`config.mk`:
```
export PLATFORM = sky130hd
export DESIGN_NAME = cache_request_generator
export DESIGN_NICKNAME = d
export VERILOG_FILES = /design/src/hw/cache_pkg.sv /design/src/hw/cache_req_if.sv /design/src/hw/cache_request_generator.sv /design/src/hw/response_router.sv /design/src/hw/cache_bus_master.sv /design/src/hw/sync_fifo.sv /design/src/hw/request_decode.sv /design/src/hw/request_arbiter.sv
export VERILOG_INCLUDE_DIRS = /design/src /design/src/hw
export SDC_FILE = /design/constraint.sdc
export NUM_CORES = 1
export LEC_CHECK = 0
export ABC_AREA = 0
export ABC_CLOCK_PERIOD_IN_PS = 15300
export BUFFER_PORTS_ARGS = -buffer_cell sky130_fd_sc_hd__buf_2
export CAP_MARGIN = 20
export CORE_ASPECT_RATIO = 2
export CORE_MARGIN = 3
export CORE_UTILIZATION = 50
export DETAILED_ROUTE_END_ITERATION = 6
export GPL_ROUTABILITY_DRIVEN = 0
export GPL_TIMING_DRIVEN = 0
export PLACE_DENSITY = 0.76
export SLEW_MARGIN = 5
export SYNTH_ARGS = -nofsm -noshare
export SYNTH_HDL_FRONTEND = slang
export SYNTH_SLANG_ARGS = --single-unit
```
`constraint.sdc`:
```
create_clock -name ap_clk -period 15.3 [get_ports ap_clk]
set_input_delay 2.295 -clock ap_clk [delete_from_list [all_inputs] [get_ports ap_clk]]
set_output_delay 2.295 -clock ap_clk [all_outputs]
set_load 0.03 [all_outputs]
```
`src/hw/cache_config.svh`:
```
`ifndef CACHE_CONFIG_SVH
`define CACHE_CONFIG_SVH

// Graph engines sharing the cache
`define CACHE_NUM_REQ 2
// Id field wide enough for every engine
`define CACHE_ID_W 1

// Byte address and word widths
`define CACHE_ADDR_W 32
`define CACHE_DATA_W 32

// Vertex, edge, in-degree, out-degree arrays
`define CACHE_NUM_BUF 4
`define CACHE_BUF_W 2

// Word index into one buffer
`define CACHE_IDX_W 16

// Queue depths
`define CACHE_REQ_FIFO_DEPTH 8
`define CACHE_RESP_FIFO_DEPTH 4

`endif
```
`src/hw/cache_pkg.sv`:
```
`include "cache_config.svh"

package cache_pkg;

  // ------------------------------
  // Field types
  // ------------------------------
  typedef logic [`CACHE_ADDR_W-1:0] addr_t;
  typedef logic [`CACHE_DATA_W-1:0] data_t;
  typedef logic [`CACHE_IDX_W-1:0] index_t;
  typedef logic [`CACHE_BUF_W-1:0] buf_sel_t;
  typedef logic [`CACHE_ID_W-1:0] req_id_t;

  // ------------------------------
  // Stream payloads
  // ------------------------------
  // Word request as an engine issues it
  typedef struct packed {
    logic     write;
    buf_sel_t buf_sel;
    index_t   index;
    data_t    data;
    req_id_t  id;
  } engine_request;

  // After translation to a byte address
  typedef struct packed {
    logic    write;
    addr_t   addr;
    data_t   data;
    req_id_t id;
  } cache_request;

  // Read data, zero for writes
  typedef struct packed {
    logic    write;
    data_t   data;
    req_id_t id;
  } cache_response;

  // Base byte address per buffer, index is the buffer select
  typedef addr_t [`CACHE_NUM_BUF-1:0] buffer_bases;

endpackage

```
`src/hw/cache_req_if.sv`:
```
`timescale 1ns/1ps

// Valid/ready stream of one payload
interface cache_req_if #(
  parameter type payload_t = logic
) ();

  logic     valid;
  logic     ready;
  payload_t payload;

  // Producer side
  modport source (
    output valid,
    output payload,
    input  ready
  );

  // Consumer side
  modport sink (
    input  valid,
    input  payload,
    output ready
  );

endinterface

```
`src/hw/cache_request_generator.sv`:
```
`timescale 1ns/1ps
`include "cache_config.svh"

module cache_request_generator (
  input  logic                                        ap_clk,
  input  logic                                        control_areset,
  // Descriptor
  input  logic                                        descriptor_valid,
  input  cache_pkg::buffer_bases                      descriptor_bases,
  // Engine requests
  input  logic [`CACHE_NUM_REQ-1:0]                   req_valid,
  input  logic [`CACHE_NUM_REQ-1:0]                   req_write,
  input  logic [`CACHE_NUM_REQ-1:0][`CACHE_BUF_W-1:0] req_buffer,
  input  logic [`CACHE_NUM_REQ-1:0][`CACHE_IDX_W-1:0] req_index,
  input  logic [`CACHE_NUM_REQ-1:0][`CACHE_DATA_W-1:0] req_data,
  output logic [`CACHE_NUM_REQ-1:0]                   req_ready,
  // Engine responses
  output logic [`CACHE_NUM_REQ-1:0]                   resp_valid,
  output logic [`CACHE_DATA_W-1:0]                    resp_data,
  // Wishbone classic master
  output logic                                        wb_cyc,
  output logic                                        wb_stb,
  output logic                                        wb_we,
  output logic [`CACHE_ADDR_W-1:0]                    wb_adr,
  output logic [`CACHE_DATA_W-1:0]                    wb_dat_w,
  output logic [`CACHE_DATA_W/8-1:0]                  wb_sel,
  input  logic [`CACHE_DATA_W-1:0]                    wb_dat_r,
  input  logic                                        wb_ack
);

  cache_pkg::engine_request eng_req [`CACHE_NUM_REQ];

  // ------------------------------
  // Internal streams
  // ------------------------------
  cache_req_if #(.payload_t(cache_pkg::engine_request)) arb_to_dec ();
  cache_req_if #(.payload_t(cache_pkg::cache_request))  dec_to_fifo ();
  cache_req_if #(.payload_t(cache_pkg::cache_request))  fifo_to_bus ();
  cache_req_if #(.payload_t(cache_pkg::cache_response)) bus_to_fifo ();
  cache_req_if #(.payload_t(cache_pkg::cache_response)) fifo_to_rtr ();

  // Engine ports into request structs
  for (genvar i = 0; i < `CACHE_NUM_REQ; i++) begin : g_pack
    assign eng_req[i].write   = req_write[i];
    assign eng_req[i].buf_sel = req_buffer[i];
    assign eng_req[i].index   = req_index[i];
    assign eng_req[i].data    = req_data[i];
    // Arbiter stamps the real owner
    assign eng_req[i].id      = '0;
  end

  // ------------------------------
  // Request path
  // ------------------------------
  request_arbiter u_arbiter (
    .ap_clk         (ap_clk),
    .control_areset (control_areset),
    .req_valid      (req_valid),
    .req_payload    (eng_req),
    .req_ready      (req_ready),
    .out            (arb_to_dec)
  );

  request_decode u_decode (
    .ap_clk           (ap_clk),
    .control_areset   (control_areset),
    .descriptor_valid (descriptor_valid),
    .descriptor_bases (descriptor_bases),
    .in               (arb_to_dec),
    .out              (dec_to_fifo)
  );

  sync_fifo #(
    .payload_t (cache_pkg::cache_request),
    .DEPTH     (`CACHE_REQ_FIFO_DEPTH)
  ) u_req_fifo (
    .ap_clk         (ap_clk),
    .control_areset (control_areset),
    .push           (dec_to_fifo),
    .pop            (fifo_to_bus)
  );

  // ------------------------------
  // Bus and response path
  // ------------------------------
  cache_bus_master u_bus_master (
    .ap_clk         (ap_clk),
    .control_areset (control_areset),
    .req            (fifo_to_bus),
    .resp           (bus_to_fifo),
    .wb_cyc         (wb_cyc),
    .wb_stb         (wb_stb),
    .wb_we          (wb_we),
    .wb_adr         (wb_adr),
    .wb_dat_w       (wb_dat_w),
    .wb_sel         (wb_sel),
    .wb_dat_r       (wb_dat_r),
    .wb_ack         (wb_ack)
  );

  sync_fifo #(
    .payload_t (cache_pkg::cache_response),
    .DEPTH     (`CACHE_RESP_FIFO_DEPTH)
  ) u_resp_fifo (
    .ap_clk         (ap_clk),
    .control_areset (control_areset),
    .push           (bus_to_fifo),
    .pop            (fifo_to_rtr)
  );

  response_router u_router (
    .ap_clk         (ap_clk),
    .control_areset (control_areset),
    .in             (fifo_to_rtr),
    .resp_valid     (resp_valid),
    .resp_data      (resp_data)
  );

endmodule

```
`src/hw/response_router.sv`:
```
`timescale 1ns/1ps
`include "cache_config.svh"

module response_router (
  input  logic                      ap_clk,
  input  logic                      control_areset,
  cache_req_if.sink                 in,
  output logic [`CACHE_NUM_REQ-1:0] resp_valid,
  output logic [`CACHE_DATA_W-1:0]  resp_data
);

  localparam int NUM_REQ = `CACHE_NUM_REQ;

  // Engines take every pulse, so no back-pressure
  assign in.ready = 1'b1;

  // ------------------------------
  // One-hot valid pulse
  // ------------------------------
  always_ff @(posedge ap_clk) begin
    if (control_areset) begin
      resp_valid <= '0;
    end else begin
      for (int i = 0; i < NUM_REQ; i++) begin
        // Owner decoded from the id
        resp_valid[i] <= in.valid && (in.payload.id == cache_pkg::req_id_t'(i));
      end
    end
  end

  // Data alongside, meaningful only with a pulse
  always_ff @(posedge ap_clk) begin
    if (in.valid) begin
      resp_data <= in.payload.data;
    end
  end

endmodule

```
`src/hw/cache_bus_master.sv`:
```
`timescale 1ns/1ps
`include "cache_config.svh"

module cache_bus_master (
  input  logic                        ap_clk,
  input  logic                        control_areset,
  cache_req_if.sink                   req,
  cache_req_if.source                 resp,
  output logic                        wb_cyc,
  output logic                        wb_stb,
  output logic                        wb_we,
  output logic [`CACHE_ADDR_W-1:0]    wb_adr,
  output logic [`CACHE_DATA_W-1:0]    wb_dat_w,
  output logic [`CACHE_DATA_W/8-1:0]  wb_sel,
  input  logic [`CACHE_DATA_W-1:0]    wb_dat_r,
  input  logic                        wb_ack
);

  typedef enum logic [1:0] {
    ST_IDLE,
    ST_BUS,
    ST_RESP
  } state_t;

  state_t                  state;
  // Request in flight on the bus
  cache_pkg::cache_request req_q;

  // ------------------------------
  // Request side
  // ------------------------------
  // Pop only with room for the response
  assign req.ready = (state == ST_IDLE) && resp.ready;

  always_ff @(posedge ap_clk) begin
    if (req.valid && req.ready) begin
      req_q <= req.payload;
    end
  end

  // ------------------------------
  // FSM
  // ------------------------------
  always_ff @(posedge ap_clk) begin
    if (control_areset) begin
      state <= ST_IDLE;
    end else begin
      case (state)
        ST_IDLE: begin
          if (req.valid && req.ready) begin
            state <= ST_BUS;
          end
        end
        // Hold the classic cycle until ack
        ST_BUS: begin
          if (wb_ack) begin
            state <= ST_RESP;
          end
        end
        // Bus released for one cycle
        ST_RESP: begin
          state <= ST_IDLE;
        end
        default: begin
          state <= ST_IDLE;
        end
      endcase
    end
  end

  // ------------------------------
  // Wishbone outputs
  // ------------------------------
  assign wb_cyc   = (state == ST_BUS);
  assign wb_stb   = (state == ST_BUS);
  assign wb_we    = (state == ST_BUS) && req_q.write;
  assign wb_adr   = req_q.addr;
  assign wb_dat_w = req_q.data;
  // Always whole words
  assign wb_sel   = '1;

  // ------------------------------
  // Response, pushed on the ack cycle
  // ------------------------------
  // Room was checked before the pop, so ready holds
  assign resp.valid         = (state == ST_BUS) && wb_ack;
  assign resp.payload.write = req_q.write;
  // Writes return zero
  assign resp.payload.data  = req_q.write ? '0 : wb_dat_r;
  assign resp.payload.id    = req_q.id;

endmodule

```
`src/hw/sync_fifo.sv`:
```
`timescale 1ns/1ps

module sync_fifo #(
  parameter type payload_t = logic,
  parameter int  DEPTH     = 4
) (
  input  logic        ap_clk,
  input  logic        control_areset,
  cache_req_if.sink   push,
  cache_req_if.source pop
);

  localparam int PTR_W = (DEPTH > 1) ? $clog2(DEPTH) : 1;
  localparam int CNT_W = $clog2(DEPTH + 1);

  // Storage, no reset on payload
  payload_t mem [DEPTH];

  logic [PTR_W-1:0] wr_ptr;
  logic [PTR_W-1:0] rd_ptr;
  logic [CNT_W-1:0] count;
  logic             do_push;
  logic             do_pop;

  // ------------------------------
  // Handshakes
  // ------------------------------
  // Full at DEPTH entries
  assign push.ready = (count != CNT_W'(DEPTH));
  assign pop.valid  = (count != '0);
  // Show-ahead, head entry always on the read side
  assign pop.payload = mem[rd_ptr];

  assign do_push = push.valid && push.ready;
  assign do_pop  = pop.valid && pop.ready;

  always_ff @(posedge ap_clk) begin
    if (do_push) begin
      mem[wr_ptr] <= push.payload;
    end
  end

  // ------------------------------
  // Pointers and occupancy
  // ------------------------------
  always_ff @(posedge ap_clk) begin
    if (control_areset) begin
      wr_ptr <= '0;
      rd_ptr <= '0;
      count  <= '0;
    end else begin
      if (do_push) begin
        wr_ptr <= (wr_ptr == PTR_W'(DEPTH - 1)) ? '0 : wr_ptr + 1'b1;
      end
      if (do_pop) begin
        rd_ptr <= (rd_ptr == PTR_W'(DEPTH - 1)) ? '0 : rd_ptr + 1'b1;
      end
      // Simultaneous push and pop leave count alone
      if (do_push && !do_pop) begin
        count <= count + 1'b1;
      end else if (do_pop && !do_push) begin
        count <= count - 1'b1;
      end
    end
  end

endmodule

```
`src/hw/request_decode.sv`:
```
`timescale 1ns/1ps

module request_decode (
  input  logic                   ap_clk,
  input  logic                   control_areset,
  input  logic                   descriptor_valid,
  input  cache_pkg::buffer_bases descriptor_bases,
  cache_req_if.sink              in,
  cache_req_if.source            out
);

  // Registered descriptor copy
  cache_pkg::buffer_bases bases_q;
  logic                   desc_loaded;

  // One-entry output stage
  logic                    out_valid_q;
  cache_pkg::cache_request dec_q;
  cache_pkg::addr_t        base_sel;
  cache_pkg::addr_t        word_offset;

  // ------------------------------
  // Descriptor
  // ------------------------------
  always_ff @(posedge ap_clk) begin
    if (control_areset) begin
      desc_loaded <= 1'b0;
    end else if (descriptor_valid) begin
      desc_loaded <= 1'b1;
    end
  end

  // Bases follow each new descriptor, one cycle later
  always_ff @(posedge ap_clk) begin
    if (descriptor_valid) begin
      bases_q <= descriptor_bases;
    end
  end

  // ------------------------------
  // Address translation
  // ------------------------------
  assign base_sel    = bases_q[in.payload.buf_sel];
  // Word index to byte offset
  assign word_offset = cache_pkg::addr_t'(in.payload.index) << 2;

  // Stall until bases exist, else take when empty or draining
  assign in.ready = desc_loaded && (!out_valid_q || out.ready);

  always_ff @(posedge ap_clk) begin
    if (control_areset) begin
      out_valid_q <= 1'b0;
    end else if (in.valid && in.ready) begin
      out_valid_q <= 1'b1;
    end else if (out.ready) begin
      out_valid_q <= 1'b0;
    end
  end

  always_ff @(posedge ap_clk) begin
    if (in.valid && in.ready) begin
      dec_q.write <= in.payload.write;
      // Wraps modulo the address width
      dec_q.addr  <= base_sel + word_offset;
      dec_q.data  <= in.payload.data;
      dec_q.id    <= in.payload.id;
    end
  end

  assign out.valid   = out_valid_q;
  assign out.payload = dec_q;

endmodule

```
`src/hw/request_arbiter.sv`:
```
`timescale 1ns/1ps
`include "cache_config.svh"

module request_arbiter (
  input  logic                      ap_clk,
  input  logic                      control_areset,
  input  logic [`CACHE_NUM_REQ-1:0] req_valid,
  input  cache_pkg::engine_request  req_payload [`CACHE_NUM_REQ],
  output logic [`CACHE_NUM_REQ-1:0] req_ready,
  cache_req_if.source               out
);

  localparam int NUM_REQ = `CACHE_NUM_REQ;

  // Engine with first claim this cycle
  cache_pkg::req_id_t rr_ptr;
  cache_pkg::req_id_t pick;
  logic               pick_found;
  // Grant frozen while the output stalls
  logic               locked;
  cache_pkg::req_id_t lock_id;
  cache_pkg::req_id_t grant_id;

  // ------------------------------
  // Round-robin search
  // ------------------------------
  always_comb begin
    int cand;
    pick = rr_ptr;
    pick_found = 1'b0;
    for (int i = 0; i < NUM_REQ; i++) begin
      cand = int'(rr_ptr) + i;
      if (cand >= NUM_REQ) begin
        cand = cand - NUM_REQ;
      end
      if (!pick_found && req_valid[cand]) begin
        pick = cache_pkg::req_id_t'(cand);
        pick_found = 1'b1;
      end
    end
  end

  assign grant_id  = locked ? lock_id : pick;
  assign out.valid = locked | pick_found;

  // Stamp the owner into the payload
  always_comb begin
    out.payload = req_payload[grant_id];
    out.payload.id = grant_id;
  end

  // Only the transferring engine sees ready
  always_comb begin
    for (int i = 0; i < NUM_REQ; i++) begin
      req_ready[i] = out.valid && out.ready && (grant_id == cache_pkg::req_id_t'(i));
    end
  end

  // ------------------------------
  // Pointer and lock
  // ------------------------------
  always_ff @(posedge ap_clk) begin
    if (control_areset) begin
      rr_ptr  <= '0;
      locked  <= 1'b0;
      lock_id <= '0;
    end else if (out.valid && out.ready) begin
      // Next engine after the granted one
      rr_ptr <= (grant_id == cache_pkg::req_id_t'(NUM_REQ - 1)) ? '0 : grant_id + 1'b1;
      locked <= 1'b0;
    end else if (out.valid) begin
      locked  <= 1'b1;
      lock_id <= grant_id;
    end
  end

endmodule

```
# Yosys cells after proc, flatten, opt, wreduce, memory -nomap -nowiden
# Memory sizes are Yosys's and may differ from the RTL's. A register that Yosys moved wholly into a read port is not among the register bits.
# Index checks and enable logic that the tools add are counted.
# word_totals
ram_bits	664
reg_bits	252
n_memories	2
in_bits	268
# mem_list
memory	depth	word_bits	rd	rd_ports_with_merged_regs	wr	line	rtl
u_req_fifo.mem	8	66	1	1	1	sync_fifo.sv:17	payload_t mem [DEPTH];
u_resp_fifo.mem	4	34	1	1	1	sync_fifo.sv:17	
# classes
n_lt_le_gt_ge	6
reduce_logical	33
bitwise_logic	5
n_addsub	13
eq_ne	9
muxes	39
# ops
op	count
52-bit two-way mux	3
32-bit two-way mux	4
32-bit binary-select mux with 2-bit select	1
32-bit by 3-bit < comparator with 1-bit output, second input constant	2
32-bit by 18-bit adder with 32-bit output	1
32-bit by 3-bit greater-or-equal comparator with 1-bit output, second input constant	1
32-bit by 3-bit subtractor with 32-bit output, second input constant	1
1-bit two-way mux	18
1-bit logical AND	17
2-bit two-way mux	6
3-bit two-way mux	4
3-bit by 1-bit adder with 3-bit output, second input constant	3
4-bit two-way mux	2
3-bit equality test, second input constant	2
1-bit zero test	6
2-bit nonzero test	3
2-bit by 1-bit adder with 2-bit output, second input constant	2
4-bit by 1-bit adder with 4-bit output, second input constant	1
2-bit equality test, second input constant	2
4-bit != test, second input constant	1
2-bit one-hot mux with 2 select lines	1
2-bit AND reduction	2
4-bit nonzero test	1
4-bit by 1-bit subtractor with 4-bit output, second input constant	1
18 further kinds	20

# Depth between registers and ports, before layout
# depth
depth_word	17
depth_mapped	23
ltp_nobuf	20

# Cells and area by module
# Synthesis repeated with hierarchy kept, for this count alone.
# hier_totals
hier_cells	1714
hier_area_um2	37935.1
# modules_own_cells
module	n_inst	cells_per_inst	area_each_um2
sync_fifo at u_req_fifo	1	838	20438.4
request_decode	1	410	7870.0
sync_fifo at u_resp_fifo	1	226	5377.7
cache_bus_master	1	119	2358.5
response_router	1	38	1033.5
request_arbiter	1	82	853.3
cache_request_generator	1	1	3.8

# Worst setup path before layout
# No wires, ideal clock.
# synth_timing
path_type	register to register
startpoint	register u_req_fifo.count[0]
endpoint	memory u_req_fifo.mem[0][0] in the netlist's numbering, enable pin
period_less_slack_ns	7.654
slack_ns	7.646
required_ns	14.647
arrival_ns	7.001
setup_time_ns	0.653
stages_incl_launch_ff	5
cell_sequence	dfxtp_1 > nor3_1 > nand2_1 > nand2_1 > nor4_1
# synth_between
elab_chain_cells	4
# synth_rtl
element	line	rtl
start: declaration	sync_fifo.sv:21	logic [CNT_W-1:0] count;
start signal: assignment	sync_fifo.sv:60	count <= count + 1'b1;
start signal: assignment	sync_fifo.sv:62	count <= count - 1'b1;
4-bit != test	sync_fifo.sv:29	assign push.ready = (count != CNT_W'(DEPTH));
1-bit logical AND	sync_fifo.sv:34	assign do_push = push.valid && push.ready;
1-bit two-way mux	sync_fifo.sv:38	if (do_push) begin
1-bit two-way mux (not written as such)	sync_fifo.sv:39	mem[wr_ptr] <= push.payload;
end: declaration	sync_fifo.sv:17	
# Every way passes these cells.

# Worst setup path after layout
# layout_timing
startpoint	input req_valid[1]
endpoint	register u_decode.dec_q, in the netlist u_decode.out.payload[59] (data pin)
# layout_between
elab_chain_cells	15
elab_cells_between_ends	19
cone_classes	add/sub: 1; mux: 15; bitwise: 1; reduce/logical: 2
# layout_rtl
element	line	rtl
start: declaration	cache_request_generator.sv:11	input logic [`CACHE_NUM_REQ-1:0] req_valid,
1-bit two-way mux (not written as such) (3 in series)	request_arbiter.sv:36	if (!pick_found && req_valid[cand]) begin
1-bit two-way mux	request_arbiter.sv:36	
1-bit zero test	request_arbiter.sv:36	
1-bit logical AND	request_arbiter.sv:36	
1-bit two-way mux *	request_arbiter.sv:36	
1-bit two-way mux *	request_arbiter.sv:43	assign grant_id = locked ? lock_id : pick;
1-bit inverter with 2-bit output (not written as such) *	request_arbiter.sv:48	out.payload = req_payload[grant_id];
52-bit two-way mux (not written as such) * (3 in series)	request_arbiter.sv:48	
32-bit binary-select mux with 2-bit select	request_decode.sv:43	assign base_sel = bases_q[in.payload.buf_sel];
32-bit two-way mux (not written as such)	request_decode.sv:43	
32-bit by 18-bit adder with 32-bit output *	request_decode.sv:64	dec_q.addr <= base_sel + word_offset;
end: declaration	request_decode.sv:18	cache_pkg::cache_request dec_q;
# Every way passes the cells marked *; elsewhere a longest branch is shown, timed or not. The select of a mux whose other input is x is not followed.
# A chain may end at the register's enable or synchronous reset.

==> impl_metrics.prom <==
# TYPE chip_impl_metric gauge
chip_impl_info{name="layout.cells.most_common",value="sky130_fd_sc_hd__edfxtp_1"} 1
chip_impl_metric{name="top_level_i_o_count",unit=""} 375
chip_impl_metric{name="fin_ws",unit="ps"} 6810
chip_impl_metric{name="synth_seq_area_share",unit="%"} 77.7
chip_impl_metric{name="async_reset_ff_share",unit="%"} 0
chip_impl_metric{name="p_seq_share",unit="%"} 47.4
chip_impl_info{name="netlist_top_cells_area",value="sky130_fd_sc_hd__edfxtp_1 (76%), sky130_fd_sc_hd__mux4_2 (9.9%), sky130_fd_sc_hd__mux2_2 (2.3%)"} 1
chip_impl_metric{name="fin_worst_skew",unit="ps"} 35.4
chip_impl_metric{name="final_min_period_over_clock_period",unit="%"} 55.5
chip_impl_metric{name="post_cts.resized_instances",unit=""} 0
chip_impl_metric{name="power.total",unit="mW"} 7.35
chip_impl_metric{name="worstMarginPinSlew",unit="ps"} 1050
chip_impl_metric{name="vdd_ir_drop_max",unit="mV"} 0.112
chip_impl_metric{name="core_region_area",unit="um^2"} 74100
chip_impl_metric{name="power_density",unit="nW/um^2"} 166
chip_impl_metric{name="ratio_of_cells_with_drive_above_1_in_the_final_layout",unit="%"} 34.1
chip_impl_metric{name="grt_first_pass_wirelength",unit="um"} 124000
chip_impl_info{name="largest_family_of_logic_cells_by_synthesized_area",value="multiplexers"} 1
chip_impl_metric{name="timing_max_transition_violations_final",unit=""} 0
chip_impl_metric{name="die-width",unit="um"} 200
chip_impl_metric{name="max_freq",unit="MHz"} 118
chip_impl_metric{name="synth_cell_type_count",unit=""} 51
chip_impl_metric{name="clkSinkCount",unit=""} 980
chip_impl_metric{name="power.switching_fraction",unit="%"} 29.1
chip_impl_metric{name="comb_power_share",unit="%"} 24.0
chip_impl_metric{name="overall_via_count_from_detail_route",unit=""} 19100
chip_impl_metric{name="globalRouteOverflowTotal",unit=""} 0
chip_impl_metric{name="floorplan.die.height",unit="um"} 393
chip_impl_metric{name="totalNegativeSetupSlack",unit="ps"} 0
chip_impl_metric{name="clock_tree.buffer_depth",unit=""} 3
chip_impl_metric{name="post_synth_xor_area_fraction",unit="%"} 0.724
chip_impl_metric{name="timing.critical_path.fanout_max",unit=""} 10
chip_impl_metric{name="netlist_area",unit="um^2"} 37500
chip_impl_info{name="synth_top_flop_cell",value="sky130_fd_sc_hd__edfxtp_1"} 1
chip_impl_metric{name="pwr-share-clk",unit="%"} 28.6
chip_impl_metric{name="post_drt_wl_per_cell",unit="um"} 24.6
chip_impl_metric{name="ant_nets",unit=""} 0
chip_impl_metric{name="dp_hpwl",unit="um"} 59600
chip_impl_metric{name="critical_path_arrival",unit="ps"} 8880
chip_impl_metric{name="p_sw",unit="mW"} 2.14
chip_impl_metric{name="cts_hold_buffers",unit=""} 0
chip_impl_metric{name="initial_core_utilization",unit="%"} 50.6
chip_impl_metric{name="synth-adder-area-share",unit="%"} 1.07
chip_impl_metric{name="cts_setup_buffers",unit=""} 0
chip_impl_metric{name="globalRouteTotalUtil",unit="%"} 21.5
chip_impl_metric{name="wl",unit="um"} 83400
chip_impl_metric{name="number_of_vias_per_cell",unit=""} 5.64
chip_impl_metric{name="drt_pre_antenna_iters",unit=""} 5
chip_impl_metric{name="number_of_global_route_vias_before_repair",unit=""} 20400
chip_impl_metric{name="yosys_warnings",unit=""} 0
chip_impl_metric{name="timing.final.hold_violations",unit=""} 0
chip_impl_info{name="rsz0062_at_grt",value="no"} 1
chip_impl_metric{name="synth-simple-area-share",unit="%"} 4.32
chip_impl_metric{name="worst-endpoint-required",unit="ps"} 15690
chip_impl_metric{name="finalWorstPathRequiredPeriod",unit="ps"} 8490
chip_impl_metric{name="setup_viol",unit=""} 0
chip_impl_metric{name="synthesized_area_fraction_occupied_by_ao_oa_aoi_and_oai_cells",unit="%"} 1.91
chip_impl_metric{name="drt-initial-drc-count",unit=""} 1307
chip_impl_metric{name="p_leak",unit="nW"} 15.2
chip_impl_metric{name="area_of_the_die",unit="um^2"} 78500
chip_impl_metric{name="clock_latency",unit="ps"} 650
chip_impl_metric{name="synthToLayoutAreaGrowth",unit="%"} 18.0
chip_impl_metric{name="netlist_instances",unit=""} 1875
chip_impl_metric{name="cts_buffers",unit=""} 80
chip_impl_metric{name="timing.max_slew.rel_slack",unit="%"} 29.7
chip_impl_metric{name="grt_max_degree",unit=""} 102
chip_impl_metric{name="antenna_found_initial",unit=""} 2
chip_impl_metric{name="synth-edff-count",unit=""} 952
chip_impl_metric{name="area_share_of_the_largest_cell_type_after_synthesis",unit="%"} 76.2
chip_impl_info{name="synth_largest_area_cell",value="sky130_fd_sc_hd__edfxtp_1"} 1
chip_impl_metric{name="timing.max_cap.violations",unit=""} 0
chip_impl_info{name="setup.worst_path.start_class",value="primary input"} 1
chip_impl_info{name="hold_class",value="reg2reg"} 1
chip_impl_info{name="clock_tree_from_tritoncts",value="done"} 1
chip_impl_metric{name="placementRows",unit=""} 141
chip_impl_metric{name="intPower",unit="mW"} 5.22
chip_impl_info{name="most_used_cells_in_the_layout_excluding_fill_and_tap_cells",value="sky130_fd_sc_hd__edfxtp_1 (952), sky130_fd_sc_hd__buf_2 (368), sky130_fd_sc_hd__nand2_1 (204)"} 1
chip_impl_metric{name="place_worst_setup_slack",unit="ps"} 6180
chip_impl_info{name="timing_worst_setup_path_type",value="in2reg"} 1
chip_impl_metric{name="clk_pin_slew",unit="ps"} 70
chip_impl_metric{name="final_net_count",unit=""} 2698
chip_impl_info{name="cts.root.buffer_cell",value="sky130_fd_sc_hd__clkbuf_16"} 1
chip_impl_metric{name="synthMuxAreaShare",unit="%"} 13.1
chip_impl_metric{name="synth_seq_cells",unit=""} 980
chip_impl_metric{name="postSynthAreaPerCell",unit="um^2"} 20.0
chip_impl_metric{name="nFillCells",unit=""} 5248
chip_impl_metric{name="io_buffer_count",unit=""} 369
chip_impl_metric{name="detail_route.drc_violations",unit=""} 0
chip_impl_info{name="cp-end-kind",value="flip-flop"} 1
chip_impl_metric{name="ctsHtreeMaxLevel",unit=""} 3
chip_impl_info{name="run_status",value="complete, no violations"} 1
-- worst max-delay path, stage by stage --
cell and delay, ps:
sky130_fd_sc_hd__buf_2 120, sky130_fd_sc_hd__nor2b_2 160, sky130_fd_sc_hd__o2111a_1 240, sky130_fd_sc_hd__a311oi_2 790, sky130_fd_sc_hd__buf_4 360, sky130_fd_sc_hd__buf_6 190, sky130_fd_sc_hd__buf_4 200, sky130_fd_sc_hd__clkbuf_1 440
sky130_fd_sc_hd__clkbuf_1 470, sky130_fd_sc_hd__a211oi_1 90, sky130_fd_sc_hd__a31oi_1 170, sky130_fd_sc_hd__ha_1 200, sky130_fd_sc_hd__inv_1 70, sky130_fd_sc_hd__fa_1 460, sky130_fd_sc_hd__nor2b_1 130, sky130_fd_sc_hd__o21a_1 160
sky130_fd_sc_hd__o21ai_0 120, sky130_fd_sc_hd__a21oi_1 270, sky130_fd_sc_hd__a31oi_1 270, sky130_fd_sc_hd__o31ai_1 890, sky130_fd_sc_hd__nand3_2 300, sky130_fd_sc_hd__nor4_2 370, sky130_fd_sc_hd__xnor2_1 100
-- path summary, 6_finish.rpt --
kind	startpoint	endpoint	slack, ps	cells after the start
max reg2reg	u_arbiter.locked	u_decode.out.payload[59]	8280	22
max	req_valid[1]	u_decode.out.payload[59]	6810	23
min reg2reg	u_decode.desc_loaded	u_decode.desc_loaded	510	2
min	u_decode.desc_loaded	u_decode.desc_loaded	510	2
-- cell families (layout without fill, tap and decap cells) --
kind of cell             after synthesis  in the layout
flip-flops                           980            980
AND/OR/NAND/NOR                      351            351
multiplexers                         274            274
AO/OA/AOI/OAI                        107            107
buffers and inverters                100            685
adder cells (fa/ha/maj)               31             31
XOR/XNOR                              31             31
other                                  1              6
-- layer usage --
layer  vias to the layer above  part of all wire, %  global-route usage, %
met5                         -                    0                      0
li1                       8498                    -                      -
met1                      9628                   35                   24.2
met4                         0                  3.9                   8.69
met2                       831                   55                   39.8
met3                       179                  6.7                   4.11
-- cells in the mapped netlist (all sizes together), types with 23 or more instances --
library cell / n
mux4: 165
nand2: 204
clkbuf: 57
buf: 26
a21oi: 26
and2: 23
a211oi: 23
dfxtp: 28
ha: 29
nor2: 39
mux2i: 31
mux2: 78
nor2b: 40
edfxtp: 952
-- state kept, by name (all words and copies together) (netlist names), 4 cells and up, named ones only --
register	count
u_resp_fifo.mem	132
u_req_fifo.mem	528
u_decode.bases_q	128
u_router.resp_data	32
u_bus_master.wb_adr	32
u_req_fifo.count	4
u_decode.out.payload	66
u_bus_master.wb_dat_w	32
-- per-stage QoR --
step | utilization, % | instance area [um^2] | hold slack (ps) | cells
final | 59.7 | 44300 | 511 | 3394
after global routing | 59.7 | 44200 | 550 | 3392
after CTS | 59.6 | 44200 | 513 | 3387
after detailed placement | 56.0 | 41500 | 503 | 3241
after global placement | 54.7 | 40500 | 476 | 3176
after floorplan | - | 37500 | 459 | 1878
-- area by class of cell --
type	count	area (um^2)	share of cell area, %
Clock inverter	48	524	1.18
Timing Repair Buffer	439	2820	6.38
Antenna cell	2	5.00	0.0113
Inverter	17	73.8	0.167
Multi-Input combinational cell	798	8000	18.1
Tap cell	929	1160	2.63
Buffer	83	357	0.806
Sequential cell	980	29100	65.9
Clock buffer	98	2160	4.89
-- power by group through the flow --
stage / logic, mW / registers [mW] / clock network, mW
after floorplan: 0.882 / 3.81 / 0
after global placement: 1.69 / 3.56 / 0
after detailed placement: 1.78 / 3.55 / 0
after CTS: 1.79 / 3.49 / 2.15
after global routing: 1.89 / 3.52 / 2.24
final: 1.76 / 3.49 / 2.10
No activity file was read; power rests on OpenSTA's default activity.
